`config.mk`:
```
export PLATFORM = sky130hd
export DESIGN_NAME = fabric_lane
export DESIGN_NICKNAME = d
export VERILOG_FILES = /design/src/fabric_pkg.sv /design/src/fabric_ingress.sv /design/src/fabric_fifo_core.sv /design/src/fabric_fifo.sv /design/src/fabric_pair_adder.sv /design/src/fabric_lane.sv
export SDC_FILE = /design/constraint.sdc
export NUM_CORES = 1
export LEC_CHECK = 0
export BUFFER_PORTS_ARGS = -buffer_cell sky130_fd_sc_hd__buf_4
export CAP_MARGIN = 15
export CORE_ASPECT_RATIO = 0.8
export CORE_MARGIN = 4
export CORE_UTILIZATION = 28
export CTS_BUF_LIST = sky130_fd_sc_hd__clkbuf_8
export DETAILED_ROUTE_END_ITERATION = 8
export GPL_TIMING_DRIVEN = 0
export PLACE_DENSITY_LB_ADDON = 0.1
export SYNTH_ARGS = -nofsm -noshare
export SYNTH_HDL_FRONTEND = slang
export SYNTH_SLANG_ARGS = --single-unit
```
`constraint.sdc`:
```
create_clock -name clk -period 10.17 [get_ports clk]
set_input_delay 2.034 -clock clk [delete_from_list [all_inputs] [get_ports clk]]
set_output_delay 2.034 -clock clk [all_outputs]
set_load 0.005 [all_outputs]
```
`src/fabric_pkg.sv`:
```
`default_nettype none

package fabric_pkg;

  // ------------------------------
  // Widths
  // ------------------------------

  // One data word from outside
  localparam int DATA_WIDTH = 16;

  // Sequence tag, wraps modulo 16
  localparam int TAG_WIDTH = 4;

  // Tag in the upper bits, data in the lower bits
  localparam int TOKEN_WIDTH = TAG_WIDTH + DATA_WIDTH;

  // One extra bit so a pair sum never overflows
  localparam int SUM_WIDTH = DATA_WIDTH + 1;

  // Default buffer depth of the fabric FIFO
  localparam int FIFO_DEPTH = 4;

  // ------------------------------
  // Types
  // ------------------------------

  typedef logic [DATA_WIDTH-1:0]  data_t;
  typedef logic [TAG_WIDTH-1:0]   tag_t;
  typedef logic [TOKEN_WIDTH-1:0] token_t;
  typedef logic [SUM_WIDTH-1:0]   sum_t;

  // Pair adder FSM, one state per token of the pair
  typedef enum logic [0:0] {
    wait_first  = 1'b0,
    wait_second = 1'b1
  } pair_state_t;

endpackage

`default_nettype wire

```
`src/fabric_ingress.sv`:
```
`timescale 1ns/10ps
`default_nettype none

module fabric_ingress
  import fabric_pkg::*;
(
  input  logic   clk,
  input  logic   rst_n,

  // Words from outside
  input  logic   in_valid,
  output logic   in_ready,
  input  data_t  in_data,

  // Tagged tokens towards the FIFO
  output logic   ing_valid,
  input  logic   ing_ready,
  output token_t ing_token
);

  // Tag that the next accepted word receives
  tag_t tag_cnt;

  logic accept;
  logic drain;

  // ------------------------------
  // Handshake
  // ------------------------------

  // Output register leaves this cycle
  assign drain = ing_valid && ing_ready;

  // Register empty or emptied now, so one word per cycle
  assign in_ready = !ing_valid || ing_ready;

  assign accept = in_valid && in_ready;

  // ------------------------------
  // Control state
  // ------------------------------

  always_ff @(posedge clk or negedge rst_n) begin
    if (!rst_n) begin
      ing_valid <= 1'b0;
      tag_cnt   <= '0;
    end else begin
      if (accept) begin
        ing_valid <= 1'b1;
        // Counter wraps on its own at 16
        tag_cnt   <= tag_cnt + 1'b1;
      end else if (drain) begin
        ing_valid <= 1'b0;
      end
    end
  end

  // Payload register
  always_ff @(posedge clk) begin
    if (accept) begin
      // Stamp with the tag current at acceptance
      ing_token <= {tag_cnt, in_data};
    end
  end

endmodule

`default_nettype wire

```
`src/fabric_fifo_core.sv`:
```
`timescale 1ns/10ps
`default_nettype none

module fabric_fifo_core
  import fabric_pkg::*;
#(
  parameter int DEPTH = FIFO_DEPTH
) (
  input  logic   clk,
  input  logic   rst_n,

  input  logic   in_valid,
  output logic   in_ready,
  input  token_t in_data,

  output logic   out_valid,
  input  logic   out_ready,
  output token_t out_data
);

  // Pointer and counter widths follow the depth
  localparam int PTR_WIDTH = (DEPTH > 1) ? $clog2(DEPTH) : 1;
  localparam int CNT_WIDTH = $clog2(DEPTH + 1);

  token_t mem [DEPTH];

  logic [PTR_WIDTH-1:0] head;   // next slot to write
  logic [PTR_WIDTH-1:0] tail;   // oldest token
  logic [CNT_WIDTH-1:0] count;

  logic full;
  logic push;
  logic pop;

  assign full = (count == CNT_WIDTH'(DEPTH));
  assign pop  = out_valid && out_ready;

  // Write-through when full only with more than one slot
  assign in_ready = (DEPTH > 1) ? (!full || pop) : !full;
  assign push     = in_valid && in_ready;

  assign out_valid = (count != '0);
  assign out_data  = mem[tail];

  // Storage
  always_ff @(posedge clk) begin
    if (push) begin
      mem[head] <= in_data;
    end
  end

  // ------------------------------
  // Pointers and occupancy
  // ------------------------------

  always_ff @(posedge clk or negedge rst_n) begin
    if (!rst_n) begin
      head  <= '0;
      tail  <= '0;
      count <= '0;
    end else begin
      if (push) begin
        head <= (head == PTR_WIDTH'(DEPTH - 1)) ? '0 : head + 1'b1;
      end
      if (pop) begin
        tail <= (tail == PTR_WIDTH'(DEPTH - 1)) ? '0 : tail + 1'b1;
      end
      // Simultaneous push and pop leaves count alone
      if (push && !pop) begin
        count <= count + 1'b1;
      end else if (pop && !push) begin
        count <= count - 1'b1;
      end
    end
  end

endmodule

`default_nettype wire

```
`src/fabric_fifo.sv`:
```
`timescale 1ns/10ps
`default_nettype none

module fabric_fifo
  import fabric_pkg::*;
#(
  parameter int DEPTH = FIFO_DEPTH
) (
  input  logic   clk,
  input  logic   rst_n,

  // Static mode select, change only while the lane is empty
  input  logic   cfg_bypass,

  // Upstream side
  input  logic   in_valid,
  output logic   in_ready,
  input  token_t in_data,

  // Downstream side
  output logic   out_valid,
  input  logic   out_ready,
  output token_t out_data
);

  // Core side of the mux
  logic   core_in_valid;
  logic   core_in_ready;
  token_t core_in_data;
  logic   core_out_valid;
  logic   core_out_ready;
  token_t core_out_data;

  // ------------------------------
  // Mode mux
  // ------------------------------

  always_comb begin
    if (cfg_bypass) begin
      // Zero-latency path, handshake passes straight through
      out_valid      = in_valid;
      out_data       = in_data;
      in_ready       = out_ready;
      // Core sees no traffic in either direction
      core_in_valid  = 1'b0;
      core_in_data   = '0;
      core_out_ready = 1'b0;
    end else begin
      // Buffered path through the core
      core_in_valid  = in_valid;
      core_in_data   = in_data;
      in_ready       = core_in_ready;
      out_valid      = core_out_valid;
      out_data       = core_out_data;
      core_out_ready = out_ready;
    end
  end

  // ------------------------------
  // Buffer
  // ------------------------------

  fabric_fifo_core #(
    .DEPTH (DEPTH)
  ) u_core (
    .clk       (clk),
    .rst_n     (rst_n),
    .in_valid  (core_in_valid),
    .in_ready  (core_in_ready),
    .in_data   (core_in_data),
    .out_valid (core_out_valid),
    .out_ready (core_out_ready),
    .out_data  (core_out_data)
  );

endmodule

`default_nettype wire

```
`src/fabric_pair_adder.sv`:
```
`timescale 1ns/10ps
`default_nettype none

module fabric_pair_adder
  import fabric_pkg::*;
(
  input  logic   clk,
  input  logic   rst_n,

  // Tokens from the FIFO
  input  logic   in_valid,
  output logic   in_ready,
  input  token_t in_token,

  // Registered pair result
  output logic   out_valid,
  input  logic   out_ready,
  output sum_t   out_sum,
  output tag_t   out_tag
);

  pair_state_t state;

  // First token of the pair
  data_t held_data;
  tag_t  held_tag;

  data_t tok_data;
  tag_t  tok_tag;
  logic  accept;
  logic  drain;

  assign tok_data = in_token[DATA_WIDTH-1:0];
  assign tok_tag  = in_token[TOKEN_WIDTH-1 -: TAG_WIDTH];

  assign drain = out_valid && out_ready;

  // Stall only when a second token has nowhere to go
  assign in_ready = !((state == wait_second) && out_valid && !out_ready);
  assign accept   = in_valid && in_ready;

  // ------------------------------
  // FSM and result valid
  // ------------------------------

  always_ff @(posedge clk or negedge rst_n) begin
    if (!rst_n) begin
      state     <= wait_first;
      out_valid <= 1'b0;
    end else begin
      case (state)
        wait_first: begin
          if (accept) begin
            state <= wait_second;
          end
          if (drain) begin
            out_valid <= 1'b0;
          end
        end
        wait_second: begin
          if (accept) begin
            state     <= wait_first;
            out_valid <= 1'b1;
          end else if (drain) begin
            out_valid <= 1'b0;
          end
        end
        default: state <= wait_first;
      endcase
    end
  end

  // ------------------------------
  // Holding and result registers
  // ------------------------------

  always_ff @(posedge clk) begin
    if (accept && (state == wait_first)) begin
      held_data <= tok_data;
      held_tag  <= tok_tag;
    end
    if (accept && (state == wait_second)) begin
      // Zero-extend both words before the add
      out_sum <= sum_t'(held_data) + sum_t'(tok_data);
      out_tag <= held_tag;
    end
  end

endmodule

`default_nettype wire

```
`src/fabric_lane.sv`:
```
`timescale 1ns/10ps
`default_nettype none

module fabric_lane
  import fabric_pkg::*;
(
  input  logic  clk,
  input  logic  rst_n,

  // Buffer mode, static while tokens are in flight
  input  logic  cfg_bypass,

  // Word stream in
  input  logic  in_valid,
  output logic  in_ready,
  input  data_t in_data,

  // Pair sums out
  output logic  out_valid,
  input  logic  out_ready,
  output sum_t  out_sum,
  output tag_t  out_tag
);

  // Ingress to FIFO
  logic   ing_valid;
  logic   ing_ready;
  token_t ing_token;

  // FIFO to pair adder
  logic   fifo_valid;
  logic   fifo_ready;
  token_t fifo_token;

  // ------------------------------
  // Stages
  // ------------------------------

  fabric_ingress u_ingress (
    .clk       (clk),
    .rst_n     (rst_n),
    .in_valid  (in_valid),
    .in_ready  (in_ready),
    .in_data   (in_data),
    .ing_valid (ing_valid),
    .ing_ready (ing_ready),
    .ing_token (ing_token)
  );

  fabric_fifo #(
    .DEPTH (FIFO_DEPTH)
  ) u_fifo (
    .clk        (clk),
    .rst_n      (rst_n),
    .cfg_bypass (cfg_bypass),
    .in_valid   (ing_valid),
    .in_ready   (ing_ready),
    .in_data    (ing_token),
    .out_valid  (fifo_valid),
    .out_ready  (fifo_ready),
    .out_data   (fifo_token)
  );

  fabric_pair_adder u_pair_adder (
    .clk       (clk),
    .rst_n     (rst_n),
    .in_valid  (fifo_valid),
    .in_ready  (fifo_ready),
    .in_token  (fifo_token),
    .out_valid (out_valid),
    .out_ready (out_ready),
    .out_sum   (out_sum),
    .out_tag   (out_tag)
  );

endmodule

`default_nettype wire

```
After elaboration in Yosys (flattened, before gate mapping)
Memory sizes are Yosys's and may differ from the RTL's.
Index checks and enable logic that the tools add are counted.
{"block": "op_classes", "reduce_logical": 23, "n_eq_ne": 3, "add_sub_neg": 6, "muxes": 20, "bitwise_logic": 1}
{"op": "20-bit two-way mux", "n": 2}
{"op": "16-bit by 16-bit adder with 17-bit output", "n": 1}
{"op": "1-bit logical AND", "n": 12}
{"op": "1-bit two-way mux", "n": 12}
{"op": "1-bit logical NOT", "n": 6}
{"op": "3-bit two-way mux", "n": 2}
{"op": "2-bit by 1-bit adder with 2-bit output, second input constant", "n": 2}
{"op": "4-bit by 1-bit adder with 4-bit output, second input constant", "n": 1}
{"op": "2-bit == test, second input constant", "n": 2}
{"op": "2-bit two-way mux", "n": 2}
{"op": "1-bit one-hot mux with 2 select lines", "n": 2}
{"op": "2-bit nonzero test", "n": 2}
{"op": "3-bit by 1-bit adder with 3-bit output, second input constant", "n": 1}
{"op": "3-bit == test, second input constant", "n": 1}
{"op": "3-bit nonzero test", "n": 1}
{"op": "3-bit by 1-bit subtractor with 3-bit output, second input constant", "n": 1}
{"op": "1-bit logical OR", "n": 2}
{"op": "1-bit inverter", "n": 1}
{"block": "word_totals", "n_memories": 1, "ram_bits": 80, "output_inout_bits": 23, "register_bits": 75}
{"name": "u_fifo.u_core.mem", "words": 4, "word_bits": 20, "read_ports": 1, "rd_clocked_by_memory_dff": 0, "write_ports": 1, "line": "fabric_fifo_core.sv:25", "rtl": "token_t mem [DEPTH];"}

Depth between registers and ports, before layout
{"block": "depth", "ltp_word": 11, "depth_mapped": 10, "ltp_nobuf": 9}

Modules after synthesis
Synthesis repeated with hierarchy kept, for this count alone.
{"block": "hier_totals", "hier_cells": 382, "hier_area_um2": 6717.7}
{"mod": "fabric_fifo_core", "cells_per_inst": 143, "seq_area_each_um2": 2577.5, "area_per_inst_um2": 3311.9, "n_inst": 1}
{"mod": "fabric_pair_adder", "cells_per_inst": 153, "seq_area_each_um2": 1281.2, "area_per_inst_um2": 2064.5, "n_inst": 1}
{"mod": "fabric_ingress", "cells_per_inst": 37, "seq_area_each_um2": 725.7, "area_per_inst_um2": 832.0, "n_inst": 1}
{"mod": "fabric_fifo", "cells_per_inst": 49, "seq_area_each_um2": 0.0, "area_per_inst_um2": 509.2, "n_inst": 1}

Least setup slack after synthesis
OpenSTA, ideal clock, no wires.
{"block": "synth_path", "path_kind": "input -> register", "from": "in cfg_bypass", "to": "reg u_pair_adder.out_sum[16] (data pin)", "path_stages": 10, "required_ns": 9.909, "arrival_time_ns": 4.530, "setup_slack_ns": 5.379, "path_cell_list": "buf_2 clkbuf_1 mux2_2 ha_1 fa_1 a211oi_1 o21bai_1 o21ai_2 o21ai_1 a311o_1"}
{"block": "synth_between", "elab_chain_len": 2}
{"item": "start, declared", "line": "fabric_lane.sv:11", "rtl": "input logic cfg_bypass,"}
{"item": "20-bit two-way mux", "line": "fabric_fifo.sv:39", "rtl": "if (cfg_bypass) begin"}
{"item": "via fifo_token[0]", "line": "fabric_lane.sv:33", "rtl": "token_t fifo_token;"}
{"item": "16-bit by 16-bit adder with 17-bit output", "line": "fabric_pair_adder.sv:84", "rtl": "out_sum <= sum_t'(held_data) + sum_t'(tok_data);"}
{"item": "end signal, assigned", "line": "fabric_pair_adder.sv:84"}
{"item": "end, declared", "line": "fabric_pair_adder.sv:18", "rtl": "output sum_t out_sum,"}
The timed path passes the listed nets, and every way through them passes these cells.
A chain may end at the register's enable or synchronous reset.

Worst setup path after layout
Same ends and word-level chain as after synthesis.

==> metrics.md <==
| Metric | Value |
|---|---|
| Critical path, cell by cell | buf_2, clkbuf_1, mux2_2, ha_1, fa_1, a211oi_1, o21bai_1, o21ai_2, o21ai_1, a311o_1 |
| Most frequent cells in the layout | edfxtp_1, buf_4, ha_1 |
| Dpl cells | slightly above 700 |
| Status | complete, no violations |
| Non-Filler Instances | between 700 and 800 |
| Via count | between 3000 and 4000 |
| Pwr Total | between 2 and 2.5 mW |
| CTS root buf | clkbuf_8 |
| Vias in the first global route | ~3500 |
| # H-tree levels | 4 |
| Final Wtd Congestion | ~0.69 |
| CP Launch Type | primary input |
| Final Skew | between 0.009 and 0.01 ns |
| VDD IR max | approximately 0.00009 V |
| Max Transition Viols Final | 0 |
| GRT overflow | 0 |
| Core area | 22700 um^2 |
| Setup TNS | 0 ns |
| Commonest non-fill, non-tap cell in the layout | edfxtp_1 |
| TritonCTS clock tree | done |
| Layout fillers | approximately 2200 |
| First-pass GRT wire length | 20.5 mm |
| CTS Sinks | roughly 160 |
| PortBufs | 42 |
| Hold_buf cts | 0 |
| DRT Wirelength | about 13 mm |
| Worst hold path class | register to register |
| Clk buf depth | 2 |
| CP Buf/Inv Count | 2 |
| Largest net degree at the start of global routing | 25 |
| Final Worst Setup Slack | 5.17 ns |
| Syn_nets | between 400 and 500 |
| # nets final | around 490 |
| Final worst path period need | roughly 5 ns |
| Max Fanout on Critical Path | 10 |
| Required @ worst endpoint | between 10 and 15 ns |
| FP Rows | 49 |
| Max_cap viols | 0 |
| Warnings, synthesis | 0 |
| FMAX | about 200 MHz |
| Post-CTS sizing | 0 |
| Slew HR | between 50% and 60% |
| Util after Layout | between 30 and 40% |
| Initial Utilization | between 20 and 30% |
| CP endpoint kind | register |
| Antenna violations before repair | 0 |
| Arr. time, crit path | about 5.2 ns |
| Fin. Hold Viols | 0 |
| Pre-CTS setup slack | between 4 and 5 ns |
| Synth Area per Inst | ~18 um^2 |
| I/O Pins | 44 |
| Residual DRC | 0 |
| TritonCTS buffer count | 17 |
| Period utilisation layout | between 40 and 50% |
| PwrDens | 291 nW/um^2 |
| RSZ-0062 raised after global routing | false |
| Worst-path cell with the longest stage delay | clkbuf_1 |
| Mean number of vias per cell | 4.36 |
| Worst-path clk slew | 0.08 ns |
| Mapped Area | 6560 um^2 |
| Post-Syn Instances | ~370 |
| Die height | between 100 and 150 um |
| Area Growth Syn to Fin | 19.6% |
| Antenna cell count | 0 |
| Measured slew at the worst slew-check pin | ~0.74 ns |
| Final instance area | roughly 7800 um^2 |
| Final setup vio count | 0 |
| Largest delay share family, worst path | compound AO/OA/AOI/OAI gates |
| Postcts setup bufs | 0 |
| Placed inst area | 7370 um^2 |
| 1st-iter DRT viols | 162 |
| Clk_lat worst skew | roughly 0.44 ns |
| Pre-antenna DRT Iters | 4 |
| Dpl hpwl | 8.76 mm |
| Fin Hold WS | ~0.43 ns |
| Register area share after synthesis | between 60% and 70% |
| Netlist cell types | 41 |
| Slowest Stage Delay on Critical Path | 0.59 ns |
| Number of synthesized register bits | around 160 |
| Full die area | roughly 26000 um^2 |
| Lkg Pwr | about 2.8 nW |
| Ratio of cells with drive above 1 in the final layout | between 20% and 30% |
| Crit Path Category | primary input to register |
| Wire per inst | 17.3 um |
| GR Util All Layers | around 11% |
| Antenna Nets Post-Route | 0 |
| Die width | 179 um |
power breakdown:
group          internal [mW]  total, mW  switching, mW
logic                  0.384      0.790          0.405
clock network          0.285      0.515          0.229
registers              0.912      0.976         0.0637
flip-flops by register name, summed over array words and instances (netlist names):
register / flops
u_pair_adder.state: 1
u_ingress.tag_cnt: 4
u_fifo.u_core.mem: 80
u_pair_adder.out_sum: 17
u_pair_adder.out_tag: 4
u_ingress.ing_valid: 1
u_pair_adder.held_data: 16
u_fifo.u_core.tail: 2
u_pair_adder.out_valid: 1
u_ingress.ing_token: 20
u_pair_adder.held_tag: 4
u_fifo.u_core.head: 2
u_fifo.u_core.count: 3
kinds of logic (layout without fill, tap and decap cells):
kind of cell	Yosys count	count (layout)	synth area share, %
flops	155	155	69.9
simple gates	59	59	4.90
compound gates	50	50	4.87
mux	44	44	11.0
fa+ha+maj	27	27	5.38
buf+inv	20	100	1.35
xor+xnor	19	19	2.54
synth_stat cells:
master | count | area (um^2)
nor3b_2 | 1 | 12.5
mux2_4 | 1 | 15.0
and2_1 | 5 | 31.3
buf_4 | 1 | 7.51
fa_1 | 2 | 40.0
nor3_1 | 3 | 15.0
nor4_1 | 1 | 6.26
nand3b_1 | 1 | 7.51
a211o_1 | 3 | 26.3
xnor2_1 | 10 | 87.6
o211ai_1 | 2 | 15.0
o21ai_0 | 13 | 65.1
buf_1 | 1 | 3.75
o21ai_1 | 1 | 5.00
buf_2 | 2 | 10.0
inv_1 | 9 | 33.8
o21ai_2 | 1 | 8.76
edfxtp_1 | 141 | 4230
ha_1 | 25 | 313
o21bai_1 | 2 | 15.0
dfrtp_1 | 14 | 350
nand2b_1 | 1 | 6.26
a211oi_1 | 3 | 22.5
a311o_1 | 1 | 10.0
mux2_2 | 23 | 259
a21oi_1 | 17 | 85.1
o211ai_2 | 1 | 12.5
nand3_1 | 1 | 5.00
buf_6 | 1 | 11.3
o2111a_1 | 1 | 11.3
clkbuf_1 | 6 | 22.5
a21o_1 | 2 | 15.0
mux4_2 | 20 | 450
nor2b_1 | 21 | 131
nor2_1 | 9 | 33.8
and3b_1 | 1 | 8.76
a211oi_2 | 1 | 12.5
nand4_1 | 3 | 18.8
o21a_1 | 2 | 15.0
nand2_1 | 12 | 45.0
xor2_1 | 9 | 78.8
worst register-to-register path, delay by kind of cell, from the launching register on:
family,cells,cell delay (ns)
mux,2,0.71
compound gates,5,1.24
buf+inv,1,0.55
fa+ha+maj,2,0.68
flops,1,0.41
final cells by class:
type	instances	area [um^2]	share of cell area (%)
multi-input combinational	199	1880	24.0
inverter	9	33.8	0.431
timing repair buffer	48	455	5.81
tap	306	383	4.88
clock inverter	12	170	2.17
buffer	11	55.1	0.702
sequential	155	4580	58.5
clock buffer	20	275	3.51
routing by layer:
| metal | part of all wire (%) | GRT usage, % | wire length, um |
|---|---|---|---|
| met1 | 48 | 14.9 | 6330 |
| met2 | 47 | 16.9 | 6180 |
| met3 | 4.0 | 3.25 | 531 |
| met4 | 0.75 | 2.64 | 99 |
| met5 | 0 | 0 | 0 |
final timing paths:
check                                                        start                                  to  slack (ns)  cells after the start
worst max register to register   u_fifo.u_core.tail[1]$_DFFE_PN0P_  u_pair_adder.out_sum[16]$_DFFE_PP_        6.33                     10
worst min-delay path            u_pair_adder.held_tag[1]$_DFFE_PP_   u_pair_adder.out_tag[1]$_DFFE_PP_        0.43                      0
worst min register to register  u_pair_adder.held_tag[1]$_DFFE_PP_   u_pair_adder.out_tag[1]$_DFFE_PP_        0.43                      0
min in group asynchronous                                    rst_n    u_ingress.tag_cnt[3]$_DFFE_PN0P_        1.44                      1
worst max-delay path                                    cfg_bypass  u_pair_adder.out_sum[16]$_DFFE_PP_        5.17                     10
max in group asynchronous                                    rst_n   u_fifo.u_core.tail[1]$_DFFE_PN0P_        8.55                      1
(Power assumes the default switching activity.)
